### config.mk
export PLATFORM = sky130hd
export DESIGN_NAME = core
export DESIGN_NICKNAME = d
export VERILOG_FILES = /design/src/hdl/core_pkg.sv /design/src/hdl/alu.sv /design/src/hdl/register_file.sv /design/src/hdl/immediate_generator.sv /design/src/hdl/control_unit.sv /design/src/hdl/core.sv
export SDC_FILE = /design/constraint.sdc
export NUM_CORES = 2
export LEC_CHECK = 0
export ABC_AREA = 1
export BUFFER_PORTS_ARGS = -buffer_cell sky130_fd_sc_hd__clkbuf_2
export CORE_UTILIZATION = 45
export CTS_BUF_LIST = sky130_fd_sc_hd__clkbuf_2 sky130_fd_sc_hd__clkbuf_4 sky130_fd_sc_hd__clkbuf_8
export DETAILED_ROUTE_END_ITERATION = 10
export PLACE_DENSITY = 0.57
export SLEW_MARGIN = 25
export SYNTH_ARGS = -nofsm -noshare
export SYNTH_HDL_FRONTEND = slang
export SYNTH_SLANG_ARGS = --single-unit
export TNS_END_PERCENT = 100
### constraint.sdc
create_clock -name clk -period 5.8 [get_ports clk]
set_clock_uncertainty 0.2 [all_clocks]
set_input_delay 0 -clock clk [delete_from_list [all_inputs] [get_ports clk]]
set_output_delay 0 -clock clk [all_outputs]
set_load 0.1 [all_outputs]
### src/hdl/core_pkg.sv
package core_pkg;

    // first fetch after reset
    localparam logic [31:0] boot_address = 32'h0000_0000;

    // rv32i major opcodes, instruction bits 6:0
    typedef enum logic [6:0] {
        lui    = 7'b0110111,
        auipc  = 7'b0010111,
        jal    = 7'b1101111,
        jalr   = 7'b1100111,
        branch = 7'b1100011,
        load   = 7'b0000011,
        store  = 7'b0100011,
        op_imm = 7'b0010011,
        op     = 7'b0110011
    } opcode_t;

    // low three bits follow funct3 where an instruction maps directly
    typedef enum logic [3:0] {
        alu_add    = 4'b0000,
        alu_sll    = 4'b0001,
        alu_slt    = 4'b0010,
        alu_sltu   = 4'b0011,
        alu_xor    = 4'b0100,
        alu_srl    = 4'b0101,
        alu_or     = 4'b0110,
        alu_and    = 4'b0111,
        alu_sub    = 4'b1000,
        alu_sra    = 4'b1101,
        alu_pass_b = 4'b1111
    } alu_op_t;

    typedef enum logic [2:0] {
        st_fetch,
        st_decode,
        st_execute,
        st_memory,
        st_writeback
    } core_state_t;

endpackage

### src/hdl/alu.sv
`timescale 1ns/100ps

module alu
    import core_pkg::*;
(
    input  alu_op_t     operation,
    input  logic [31:0] operand_a,
    input  logic [31:0] operand_b,
    output logic [31:0] result,
    output logic        zero
);

    logic [4:0] shift_amount;

    assign shift_amount = operand_b[4:0];

    always_comb begin
        case (operation)
            alu_add:    result = operand_a + operand_b;
            alu_sub:    result = operand_a - operand_b;
            alu_sll:    result = operand_a << shift_amount;
            alu_slt:    result = {31'd0, $signed(operand_a) < $signed(operand_b)};
            alu_sltu:   result = {31'd0, operand_a < operand_b};
            alu_xor:    result = operand_a ^ operand_b;
            alu_srl:    result = operand_a >> shift_amount;
            alu_sra:    result = $unsigned($signed(operand_a) >>> shift_amount);
            alu_or:     result = operand_a | operand_b;
            alu_and:    result = operand_a & operand_b;
            // lui
            alu_pass_b: result = operand_b;
            default:    result = '0;
        endcase
    end

    assign zero = (result == 32'd0);

endmodule

### src/hdl/register_file.sv
`timescale 1ns/100ps

module register_file (
    input  logic        clk,
    input  logic        reset,
    input  logic        write_enable,
    input  logic [4:0]  read_address_1,
    input  logic [4:0]  read_address_2,
    input  logic [4:0]  write_address,
    input  logic [31:0] write_data,
    output logic [31:0] read_data_1,
    output logic [31:0] read_data_2
);

    // x0 has no storage
    logic [31:0] registers [1:31];

    always_ff @(posedge clk) begin
        if (reset) begin
            for (int i = 1; i < 32; i++) begin
                registers[i] <= '0;
            end
        end else if (write_enable && write_address != 5'd0) begin
            registers[write_address] <= write_data;
        end
    end

    assign read_data_1 = (read_address_1 == 5'd0) ? '0 : registers[read_address_1];
    assign read_data_2 = (read_address_2 == 5'd0) ? '0 : registers[read_address_2];

endmodule

### src/hdl/immediate_generator.sv
`timescale 1ns/100ps

module immediate_generator
    import core_pkg::*;
(
    input  logic [31:0] instruction,
    output logic [31:0] immediate
);

    opcode_t    opcode;
    logic [31:0] sign;

    assign opcode = opcode_t'(instruction[6:0]);
    assign sign   = {32{instruction[31]}};

    always_comb begin
        case (opcode)
            load, op_imm, jalr: begin
                immediate = {sign[31:12], instruction[31:20]};
            end
            store: begin
                immediate = {sign[31:12], instruction[31:25], instruction[11:7]};
            end
            branch: begin
                immediate = {sign[31:12], instruction[7], instruction[30:25],
                             instruction[11:8], 1'b0};
            end
            lui, auipc: begin
                immediate = {instruction[31:12], 12'd0};
            end
            jal: begin
                immediate = {sign[31:20], instruction[19:12], instruction[20],
                             instruction[30:21], 1'b0};
            end
            // register-register operations have no immediate
            default: immediate = '0;
        endcase
    end

endmodule

### src/hdl/control_unit.sv
`timescale 1ns/100ps

module control_unit
    import core_pkg::*;
(
    input  logic        clk,
    input  logic        reset,
    input  logic        halt,
    input  logic        memory_response,
    input  logic [31:0] instruction,
    input  logic        alu_zero,
    input  logic        alu_result_lsb,
    output logic        memory_read,
    output logic        memory_write,
    output logic        address_source,
    output logic        ir_write,
    output logic        pc_write,
    output logic        pc_source,
    output logic [1:0]  alu_src_a,
    output logic [1:0]  alu_src_b,
    output alu_op_t     alu_op,
    output logic        reg_write,
    output logic [1:0]  reg_source
);

    core_state_t state;
    core_state_t next_state;
    opcode_t     opcode;
    logic [2:0]  funct3;
    logic        read_next;
    logic        write_next;
    logic        fetch_done;
    logic        branch_taken;
    alu_op_t     arith_op;
    alu_op_t     exec_alu_op;
    logic [1:0]  exec_src_a;
    logic [1:0]  exec_src_b;

    assign opcode     = opcode_t'(instruction[6:0]);
    assign funct3     = instruction[14:12];
    assign fetch_done = memory_read && memory_response;

    // lsb carries slt/sltu, zero carries beq/bne; funct3 bit 0 inverts
    assign branch_taken = (funct3[2] ? alu_result_lsb : alu_zero) ^ funct3[0];

    always_comb begin
        case (funct3)
            3'b000:  arith_op = (opcode == op && instruction[30]) ? alu_sub : alu_add;
            3'b001:  arith_op = alu_sll;
            3'b010:  arith_op = alu_slt;
            3'b011:  arith_op = alu_sltu;
            3'b100:  arith_op = alu_xor;
            3'b101:  arith_op = instruction[30] ? alu_sra : alu_srl;
            3'b110:  arith_op = alu_or;
            default: arith_op = alu_and;
        endcase
    end

    // operands for execute, held through the memory phase
    always_comb begin
        exec_src_a  = 2'd2;
        exec_src_b  = 2'd1;
        exec_alu_op = alu_add;
        case (opcode)
            lui:    exec_alu_op = alu_pass_b;
            auipc:  exec_src_a  = 2'd1;
            jal:    exec_src_a  = 2'd1;
            branch: begin
                exec_src_b  = 2'd0;
                exec_alu_op = funct3[2] ? (funct3[1] ? alu_sltu : alu_slt) : alu_sub;
            end
            op_imm: exec_alu_op = arith_op;
            op: begin
                exec_src_b  = 2'd0;
                exec_alu_op = arith_op;
            end
            default: ;
        endcase
    end

    always_comb begin
        address_source = 1'b0;
        ir_write       = 1'b0;
        pc_write       = 1'b0;
        pc_source      = 1'b0;
        alu_src_a      = 2'd0;
        alu_src_b      = 2'd2;
        alu_op         = alu_add;
        reg_write      = 1'b0;
        reg_source     = 2'd0;
        case (state)
            st_fetch: begin
                // pc+4 goes straight into the pc on the response
                ir_write = fetch_done;
                pc_write = fetch_done;
            end
            st_decode: begin
                // branch and jal target
                alu_src_a = 2'd1;
                alu_src_b = 2'd1;
            end
            st_execute: begin
                alu_src_a = exec_src_a;
                alu_src_b = exec_src_b;
                alu_op    = exec_alu_op;
                if (opcode == branch) begin
                    pc_write  = branch_taken;
                    pc_source = 1'b1;
                end else if (opcode == jal) begin
                    pc_write  = 1'b1;
                    pc_source = 1'b1;
                end else if (opcode == jalr) begin
                    pc_write = 1'b1;
                end
            end
            st_memory: begin
                address_source = 1'b1;
                alu_src_a      = exec_src_a;
                alu_src_b      = exec_src_b;
                alu_op         = exec_alu_op;
            end
            st_writeback: begin
                reg_write = 1'b1;
                if (opcode == load) begin
                    reg_source = 2'd1;
                end else if (opcode == jal || opcode == jalr) begin
                    reg_source = 2'd2;
                end
            end
            default: ;
        endcase
    end

    always_comb begin
        next_state = state;
        read_next  = 1'b0;
        write_next = 1'b0;
        case (state)
            st_fetch: begin
                // halt only counts while no fetch is pending
                read_next = memory_read ? !memory_response : !halt;
                if (fetch_done) begin
                    next_state = st_decode;
                end
            end
            st_decode: next_state = st_execute;
            st_execute: begin
                case (opcode)
                    load: begin
                        next_state = st_memory;
                        read_next  = 1'b1;
                    end
                    store: begin
                        next_state = st_memory;
                        write_next = 1'b1;
                    end
                    lui, auipc, jal, jalr, op_imm, op: next_state = st_writeback;
                    default: next_state = st_fetch;
                endcase
            end
            st_memory: begin
                read_next  = memory_read && !memory_response;
                write_next = memory_write && !memory_response;
                if ((memory_read || memory_write) && memory_response) begin
                    next_state = (opcode == load) ? st_writeback : st_fetch;
                end
            end
            default: next_state = st_fetch;
        endcase
    end

    always_ff @(posedge clk) begin
        if (reset) begin
            state        <= st_fetch;
            memory_read  <= 1'b0;
            memory_write <= 1'b0;
        end else begin
            state        <= next_state;
            memory_read  <= read_next;
            memory_write <= write_next;
        end
    end

endmodule

### src/hdl/core.sv
`timescale 1ns/100ps

module core
    import core_pkg::*;
(
    input  logic        clk,
    input  logic        reset,
    input  logic        halt,
    input  logic        memory_response,
    input  logic [31:0] read_data,
    output logic        memory_read,
    output logic        memory_write,
    output logic [2:0]  option,
    output logic [31:0] address,
    output logic [31:0] write_data
);

    logic        address_source;
    logic        ir_write;
    logic        pc_write;
    logic        pc_source;
    logic [1:0]  alu_src_a;
    logic [1:0]  alu_src_b;
    alu_op_t     alu_op;
    logic        reg_write;
    logic [1:0]  reg_source;

    logic [31:0] pc;
    logic [31:0] pc_next;
    logic [31:0] old_pc;
    logic [31:0] instruction_register;
    logic [31:0] rs1_value;
    logic [31:0] rs2_value;
    logic [31:0] alu_out_register;
    logic [31:0] memory_data;

    logic [31:0] register_read_1;
    logic [31:0] register_read_2;
    logic [31:0] register_write_data;
    logic [31:0] immediate;
    logic [31:0] operand_a;
    logic [31:0] operand_b;
    logic [31:0] alu_result;
    logic        alu_zero;
    logic [31:0] shifted_data;
    logic [31:0] load_data;
    logic [31:0] link_address;

    control_unit i_control_unit (
        .clk            (clk),
        .reset          (reset),
        .halt           (halt),
        .memory_response(memory_response),
        .instruction    (instruction_register),
        .alu_zero       (alu_zero),
        .alu_result_lsb (alu_result[0]),
        .memory_read    (memory_read),
        .memory_write   (memory_write),
        .address_source (address_source),
        .ir_write       (ir_write),
        .pc_write       (pc_write),
        .pc_source      (pc_source),
        .alu_src_a      (alu_src_a),
        .alu_src_b      (alu_src_b),
        .alu_op         (alu_op),
        .reg_write      (reg_write),
        .reg_source     (reg_source)
    );

    register_file i_register_file (
        .clk           (clk),
        .reset         (reset),
        .write_enable  (reg_write),
        .read_address_1(instruction_register[19:15]),
        .read_address_2(instruction_register[24:20]),
        .write_address (instruction_register[11:7]),
        .write_data    (register_write_data),
        .read_data_1   (register_read_1),
        .read_data_2   (register_read_2)
    );

    immediate_generator i_immediate_generator (
        .instruction(instruction_register),
        .immediate  (immediate)
    );

    alu i_alu (
        .operation(alu_op),
        .operand_a(operand_a),
        .operand_b(operand_b),
        .result   (alu_result),
        .zero     (alu_zero)
    );

    assign address    = address_source ? alu_out_register : pc;
    assign option     = instruction_register[14:12];
    assign write_data = rs2_value;

    // jalr target has its low bit cleared, pc+4 is unaffected
    assign pc_next      = pc_source ? alu_out_register : {alu_result[31:1], 1'b0};
    assign link_address = old_pc + 32'd4;

    always_comb begin
        case (alu_src_a)
            2'd0:    operand_a = pc;
            2'd1:    operand_a = old_pc;
            default: operand_a = rs1_value;
        endcase
        case (alu_src_b)
            2'd0:    operand_b = rs2_value;
            2'd1:    operand_b = immediate;
            default: operand_b = 32'd4;
        endcase
    end

    // memory returns the aligned word
    assign shifted_data = memory_data >> {alu_out_register[1:0], 3'b000};

    always_comb begin
        case (instruction_register[14:12])
            3'b000:  load_data = {{24{shifted_data[7]}}, shifted_data[7:0]};
            3'b001:  load_data = {{16{shifted_data[15]}}, shifted_data[15:0]};
            3'b100:  load_data = {24'd0, shifted_data[7:0]};
            3'b101:  load_data = {16'd0, shifted_data[15:0]};
            default: load_data = shifted_data;
        endcase
        case (reg_source)
            2'd0:    register_write_data = alu_out_register;
            2'd1:    register_write_data = load_data;
            default: register_write_data = link_address;
        endcase
    end

    always_ff @(posedge clk) begin
        if (reset) begin
            pc                   <= boot_address;
            instruction_register <= '0;
        end else begin
            if (pc_write) begin
                pc <= pc_next;
            end
            if (ir_write) begin
                instruction_register <= read_data;
            end
        end
    end

    always_ff @(posedge clk) begin
        if (ir_write) begin
            old_pc <= pc;
        end
        if (memory_response) begin
            memory_data <= read_data;
        end
        rs1_value        <= register_read_1;
        rs2_value        <= register_read_2;
        alu_out_register <= alu_result;
    end

endmodule

# Yosys cells after proc, flatten, opt, wreduce, memory -nomap -nowiden
# Memories as Yosys holds them, arrays and structs flattened. A register that Yosys moved wholly into a read port is not among the register bits.
# Index checks and enable logic that the tools add are counted.
# totals
reg_bits,165
latch_bits,0
ram_bits,992
mem_bits_ro,0
inputBits,36
out_inout_bits,69
wordCells,137
n_memories,1
# memory_table
memory,depth,word_bits,rd,rd_ports_with_merged_regs,wr,line_no,rtl
i_register_file.registers,31,32,2,2,31,register_file.sv:16,logic [31:0] registers [1:31];
# classes
addsub,3
multipliers,0
div,0
magnitude_cmp,2
eq_ne,34
n_shift,4
mux,51
bitwise,4
n_reduce_logical,30
# ops
op,count
$pmux 32 s11,1
$pmux 32 s2,3
$pmux 32 s5,1
$pmux 32 s4,1
$mux 32,3
$lt 32x32->1,2
$shr 32x5->32,2
$add 32x3->32 const B,1
$add 32x32->32,1
$and 32x32->32,1
$logic_not 32->1,1
$or 32x32->32,1
$reduce_or 32->1,1
$shl 32x5->32,1
$sshr 32x5->32,1
$sub 32x32->32,1
$xor 32x32->32,1
$pmux 4 s7,1
$eq 7x6->1 const B,3
$eq 7x7->1 const B,3
$mux 1,21
$eq 4x3->1 const B,4
$mux 4,4
$eq 7x5->1 const B,2
other kinds (31),67

# Longest topological paths before layout
# logic_depth
ltp_word,13
ltp_mapped,46
mapped_depth_nobuf,40

# By module
# Synthesis repeated with hierarchy kept, for this count alone.
# hier_totals
hier_cells,11010
hier_area_um2,78567.9
# modules_own_cells
module,instances,cells_per_inst,area_per_inst_um2,seq_area_each_um2
register_file,1,7249,56511.7,30749.5
alu,1,2269,10685.2,0.0
core,1,1211,9908.3,5124.9
immediate_generator,1,163,759.5,0.0
control_unit,1,118,703.2,100.1

# Least setup slack after synthesis
# OpenSTA, ideal clock, no wires.
# synth_path
kind,register to register
from,reg instruction_register[5]
to,reg pc[23]
setup_time_ns,0.115
arrival_ns,4.597
required_time_ns,5.485
slack_ns,0.888
stages_incl_launch_ff,37
n_path_buf,4
synth_period_minus_slack_ns,4.912
cell_sequence,dfxtp_1 -> nand2_2 -> nor2_4 -> nand2_1 -> nand2_1 -> nand2_2 -> inv_2 -> buf_4 -> clkbuf_1 -> nand2_1 -> o21ai_0 -> inv_1 -> ha_1 -> clkbuf_1 -> inv_1 -> a21oi_1 -> a21boi_0 -> nor2_1 -> o21ai_0 -> nand4_1 -> nand2_1 -> nor2_1 -> nor2_1 -> nand3_1 -> nor3_2 -> nand2_1 -> nor2_1 -> nand2_1 -> nor2_1 -> nand2_1 -> nand3_1 -> nand3_2 -> nand2_4 -> buf_6 -> nand3_1 -> nand2_1 -> nor2_1
# synth_via
elab_chain_len,13
elab_cells_between_ends,63
classes_between,add/sub (2); order compare (2); eq/ne (21); shift (3); mux (21); bitwise (4); reduce/logical (10)
# synth_lines
element,line_no,rtl
start: declaration,core.sv:31,logic [31:0] instruction_register;
start signal: assignment,core.sv:143,instruction_register <= read_data;
"$eq 7x5->1, or another cell as far along","immediate_generator.sv:17, control_unit.sv:64",
$reduce_or 2->1 (no line) or $logic_and 1x1->1 (tied branches),-,
"$mux 2, or another cell as far along",control_unit.sv:64,case (opcode)
$pmux 2 s2 or $pmux 4 s7 (tied branches),"control_unit.sv:91, control_unit.sv:47",
"$eq 2x1->1, or another cell as far along",core.sv:104,case (alu_src_a)
"$pmux 32 s2, or another cell as far along",core.sv:104,
"$sub 32x32->32, or another cell as far along",alu.sv:20,alu_sub: result = operand_a - operand_b;
$pmux 32 s11,alu.sv:18,case (operation)
$logic_not 32->1,alu.sv:35,assign zero = (result == 32'd0);
$mux 1,control_unit.sv:44,assign branch_taken = (funct3[2] ? alu_result_lsb : alu_zero) ^ funct3[0];
$xor 1x1->1,control_unit.sv:44,
$mux 1,control_unit.sv:106,if (opcode == branch) begin
$pmux 1 s2,control_unit.sv:91,case (state)
end signal: assignment,core.sv:136,pc <= boot_address;
end signal: assignment,core.sv:140,pc <= pc_next;
end: declaration,core.sv:28,logic [31:0] pc;
# Parallel ways exist; a longest one is shown, timed or not.
# A chain may end at the register's enable or synchronous reset.

# Worst setup path after layout
# layout_path
from,reg instruction_register[0]
to,reg pc[0]
# Same word-level chain as after synthesis.

==> flow_summary.toml <==
[detailed_routing]
drt_iter0_markers = 10700
via_count = 77700
wl_per_cell_um = 28.4
drc = 0
first_pass_iters = 8
ant_nets = 0
drt-total-wl_mm = 370
via_per_inst = 5.96

[finish]
area_delta_synth_final_pct = 17.6
nets = 10800
drive_gt1_share_pct = 15.0
stdcell_count = 13000
final_area_um2 = 90200
fin_util_pct = 53.3
multiInputGateArea_um2 = 33800
nFillCells = 16200
seq_area_um2 = 36000

[floorplanning]
core-area_um2 = 169000
num_rows = 151
dieWidth_um = 415
dieArea_um2 = 172000
die_y_um = 415
start_util_pct = 45.3
io-pin-count = 105

[global_routing]
grt_use_met1_pct = 51.8
grt_pass1_vias = 72100
use_met2_pct = 65.1
antenna_found_initial = 13
grtUsageTotal_pct = 41.8
grt_max_degree = 207
grt.overflow.total = 0
gr-usage-met3_pct = 7.32
grt_first_pass_wirelength_mm = 519
grt.busiest_layer = "met2"

[worst_setup_path]
crit_slowest_cell = "nand4_1"
start_kind = "flop"
critPathMaxStageDelay_ns = 0.40
cp_max_fo = 29
critPathKind = "flop to flop"
end_kind = "flop"
required_ns = 6.47
cp_data_arrival_time_ns = 6.33
path_common_cell = "nand2_1"

[hold_path]
hold_class = "primary input to flop"

[logic_synthesis]
netlist_area_um2 = 76700
synth_edf_count = 1088
synth_cell_types = 60
postSynthCellCount = 10100
ys.flop_type = "edfxtp_1"
synthArstFlopShare_pct = 0
yosysWarnings = 0
ys_seq_area_share_pct = 46.9
ys_ff_latch = 1253
syn_area_per_cell_um2 = 7.61

[power_and_ir_drop]
p_leak_uw = 0.0390
irDropWorstVdd_mv = 0.252
powerDensity_nw_per_um2 = 434

[place]
placed_cell_area_um2 = 84300
io_buffers = 104
gp_congestion = 1.09
hpwl_mm = 258
dp.cells = 12500
dp_worst_setup_slack_ns = -0.173

[clocking]
ctsHtreeMaxLevel = 4
cts_tree = "yes"
clock-root-buffer = "clkbuf_8"
cts_buffer_depth = 3
clock-sinks = 1253
clk_pin_slew_ns = 0.07
numCtsBuffers = 215
clk_latency_ns = 1.00

[timing]
finalMaxSlewViolations = 0
slew-limit-headroom_pct = 17.4
hold_violations = 0
fmax_ghz = 0.177
worst_slew_pin_slew_ns = 1.24
setup_violations = 0
finalCriticalPeriod_ns = 5.66
final.setup.worst_slack_ns = 0.137
min_period_over_period_pct = 97.6
holdWs_ns = 0.0502

[run_status]
outcome = "completed"

[flow_run]
maxCapViolCount = 0
cells in the mapped netlist (20+ instances only):
cell / number / area share, %
o21ai_1: 26 / 0.17
o221ai_1: 20 / 0.23
a41oi_1: 34 / 0.39
ha_1: 104 / 1.7
inv_1: 1207 / 5.9
nand3_1: 678 / 4.4
a31oi_1: 40 / 0.33
clkbuf_1: 599 / 2.9
o211ai_1: 245 / 2.4
a21oi_1: 657 / 4.3
o21ai_0: 1329 / 8.7
dfxtp_1: 165 / 4.3
xor2_1: 22 / 0.25
o22ai_1: 110 / 0.90
a211oi_1: 42 / 0.41
a311oi_1: 32 / 0.37
nand4_1: 75 / 0.61
buf_1: 75 / 0.37
edfxtp_1: 1088 / 43
nor3_1: 40 / 0.26
nor2_1: 1196 / 5.9
nand2_1: 1963 / 9.6
inv_2: 25 / 0.12
clkinv_1: 45 / 0.22
buf_2: 56 / 0.37
layer usage:
layer  wire length (um)  share of wire [%]
met1             135000                 37
met2             164000                 44
met3              37100                 10
met4              33200                9.0
met5                 58              0.016
worst max-delay path, delay by kind of cell (launching register included):
kind                       cells  cell delay, ns
adders and majority gates      1            0.30
buffers and inverters          9            1.28
DFF                            1            0.32
and+or+nand+nor               25            3.39
final timing paths:
kind                                        startpoint                               endpoint  slack (ns)  cells after the start
hold reg to reg                    pc[14]$_SDFFE_PP0P_                   old_pc[14]$_DFFE_PP_        0.23                      0
setup reg to reg  instruction_register[0]$_SDFFE_PP0P_                     pc[0]$_SDFFE_PP0P_        0.14                     35
hold / removal                           read_data[28]  instruction_register[28]$_SDFFE_PP0P_        0.05                      4
setup / recovery  instruction_register[0]$_SDFFE_PP0P_                     pc[0]$_SDFFE_PP0P_        0.14                     35
where the power goes:
part           internal, uW  switching [uW]  leakage, uW
logic                  5960           13500       0.0241
clock network          4450            3910      0.00234
registers             10500             782       0.0125
metrics by stage:
| stage | power, uW | setup TNS (ns) |
|---|---|---|
| after floorplan | 20300 | 0 |
| after global placement | 29900 | -6.33 |
| after detailed placement | 29900 | -4.35 |
| after CTS | 38200 | 0 |
| after global routing | 40400 | -0.0281 |
| final | 39100 | 0 |
layout make-up:
type	count	area share, %
diodes	7	0.0194
clock inverters	75	0.547
well taps	2218	3.08
multi-input cells	6823	37.5
clock buffers	323	4.31
repair buffers	1050	9.24
flip-flops and latches	1253	39.9
inverters	1277	5.35
cells by family (layout without fill, tap and decap cells):
group	Yosys count	after routing	share of synthesized area, %
AO/OA/AOI/OAI	2631	2631	19.2
XOR/XNOR	31	31	0.354
adder cells (fa/ha/maj)	106	106	1.75
buffers and inverters	2032	2725	10.2
flip-flops	1253	1253	46.9
multiplexers	9	9	0.118
other	1	39	0.00489
AND/OR/NAND/NOR	4014	4014	21.4
cells in the final DEF (no fill, tap or decap), types with 32 or more instances in the layout:
master / netlist / layout
edfxtp_1: 1088 / 1088
a211oi_1: 42 / 40
clkinv_1: 45 / 78
nand2_1: 1963 / 1909
conb_1: 1 / 32
buf_4: 12 / 831
nor2_1: 1196 / 1157
a31oi_1: 40 / 38
o22ai_1: 110 / 110
dfxtp_1: 165 / 155
clkbuf_2: 0 / 104
nor2_2: 5 / 35
buf_12: 0 / 40
nor3_1: 40 / 33
a311oi_1: 32 / 32
a21oi_1: 657 / 640
nand3_1: 678 / 669
o21ai_1: 26 / 50
dlygate4sd3_1: 0 / 71
clkbuf_8: 0 / 233
o211ai_1: 245 / 245
a41oi_1: 34 / 34
ha_1: 104 / 87
inv_1: 1207 / 1199
clkbuf_4: 0 / 90
nand4_1: 75 / 75
nand2_2: 10 / 50
o21ai_0: 1329 / 1286
repair_timing:
item                       in CTS  in global routing
cloned                          0                  1
hold buffers                   71                  0
gates resized for setup        21                181
hold endpoints to repair      140                  0
setup endpoints to repair      32                 32
setup buffers                   0                 13
pin swaps                       0                 22
registers in the layout, summed over array words and instances, names as in the netlist:
signal                       count
instruction_register            32
old_pc                          32
rs1_value                       32
memory_data                     32
i_register_file.registers     1024
write_data                      32
pc                              32
i_control_unit.memory_read       1
i_control_unit.state             3
i_control_unit.memory_write      1
alu_out_register                32
Note: power is estimated with default switching activity, not from simulation.
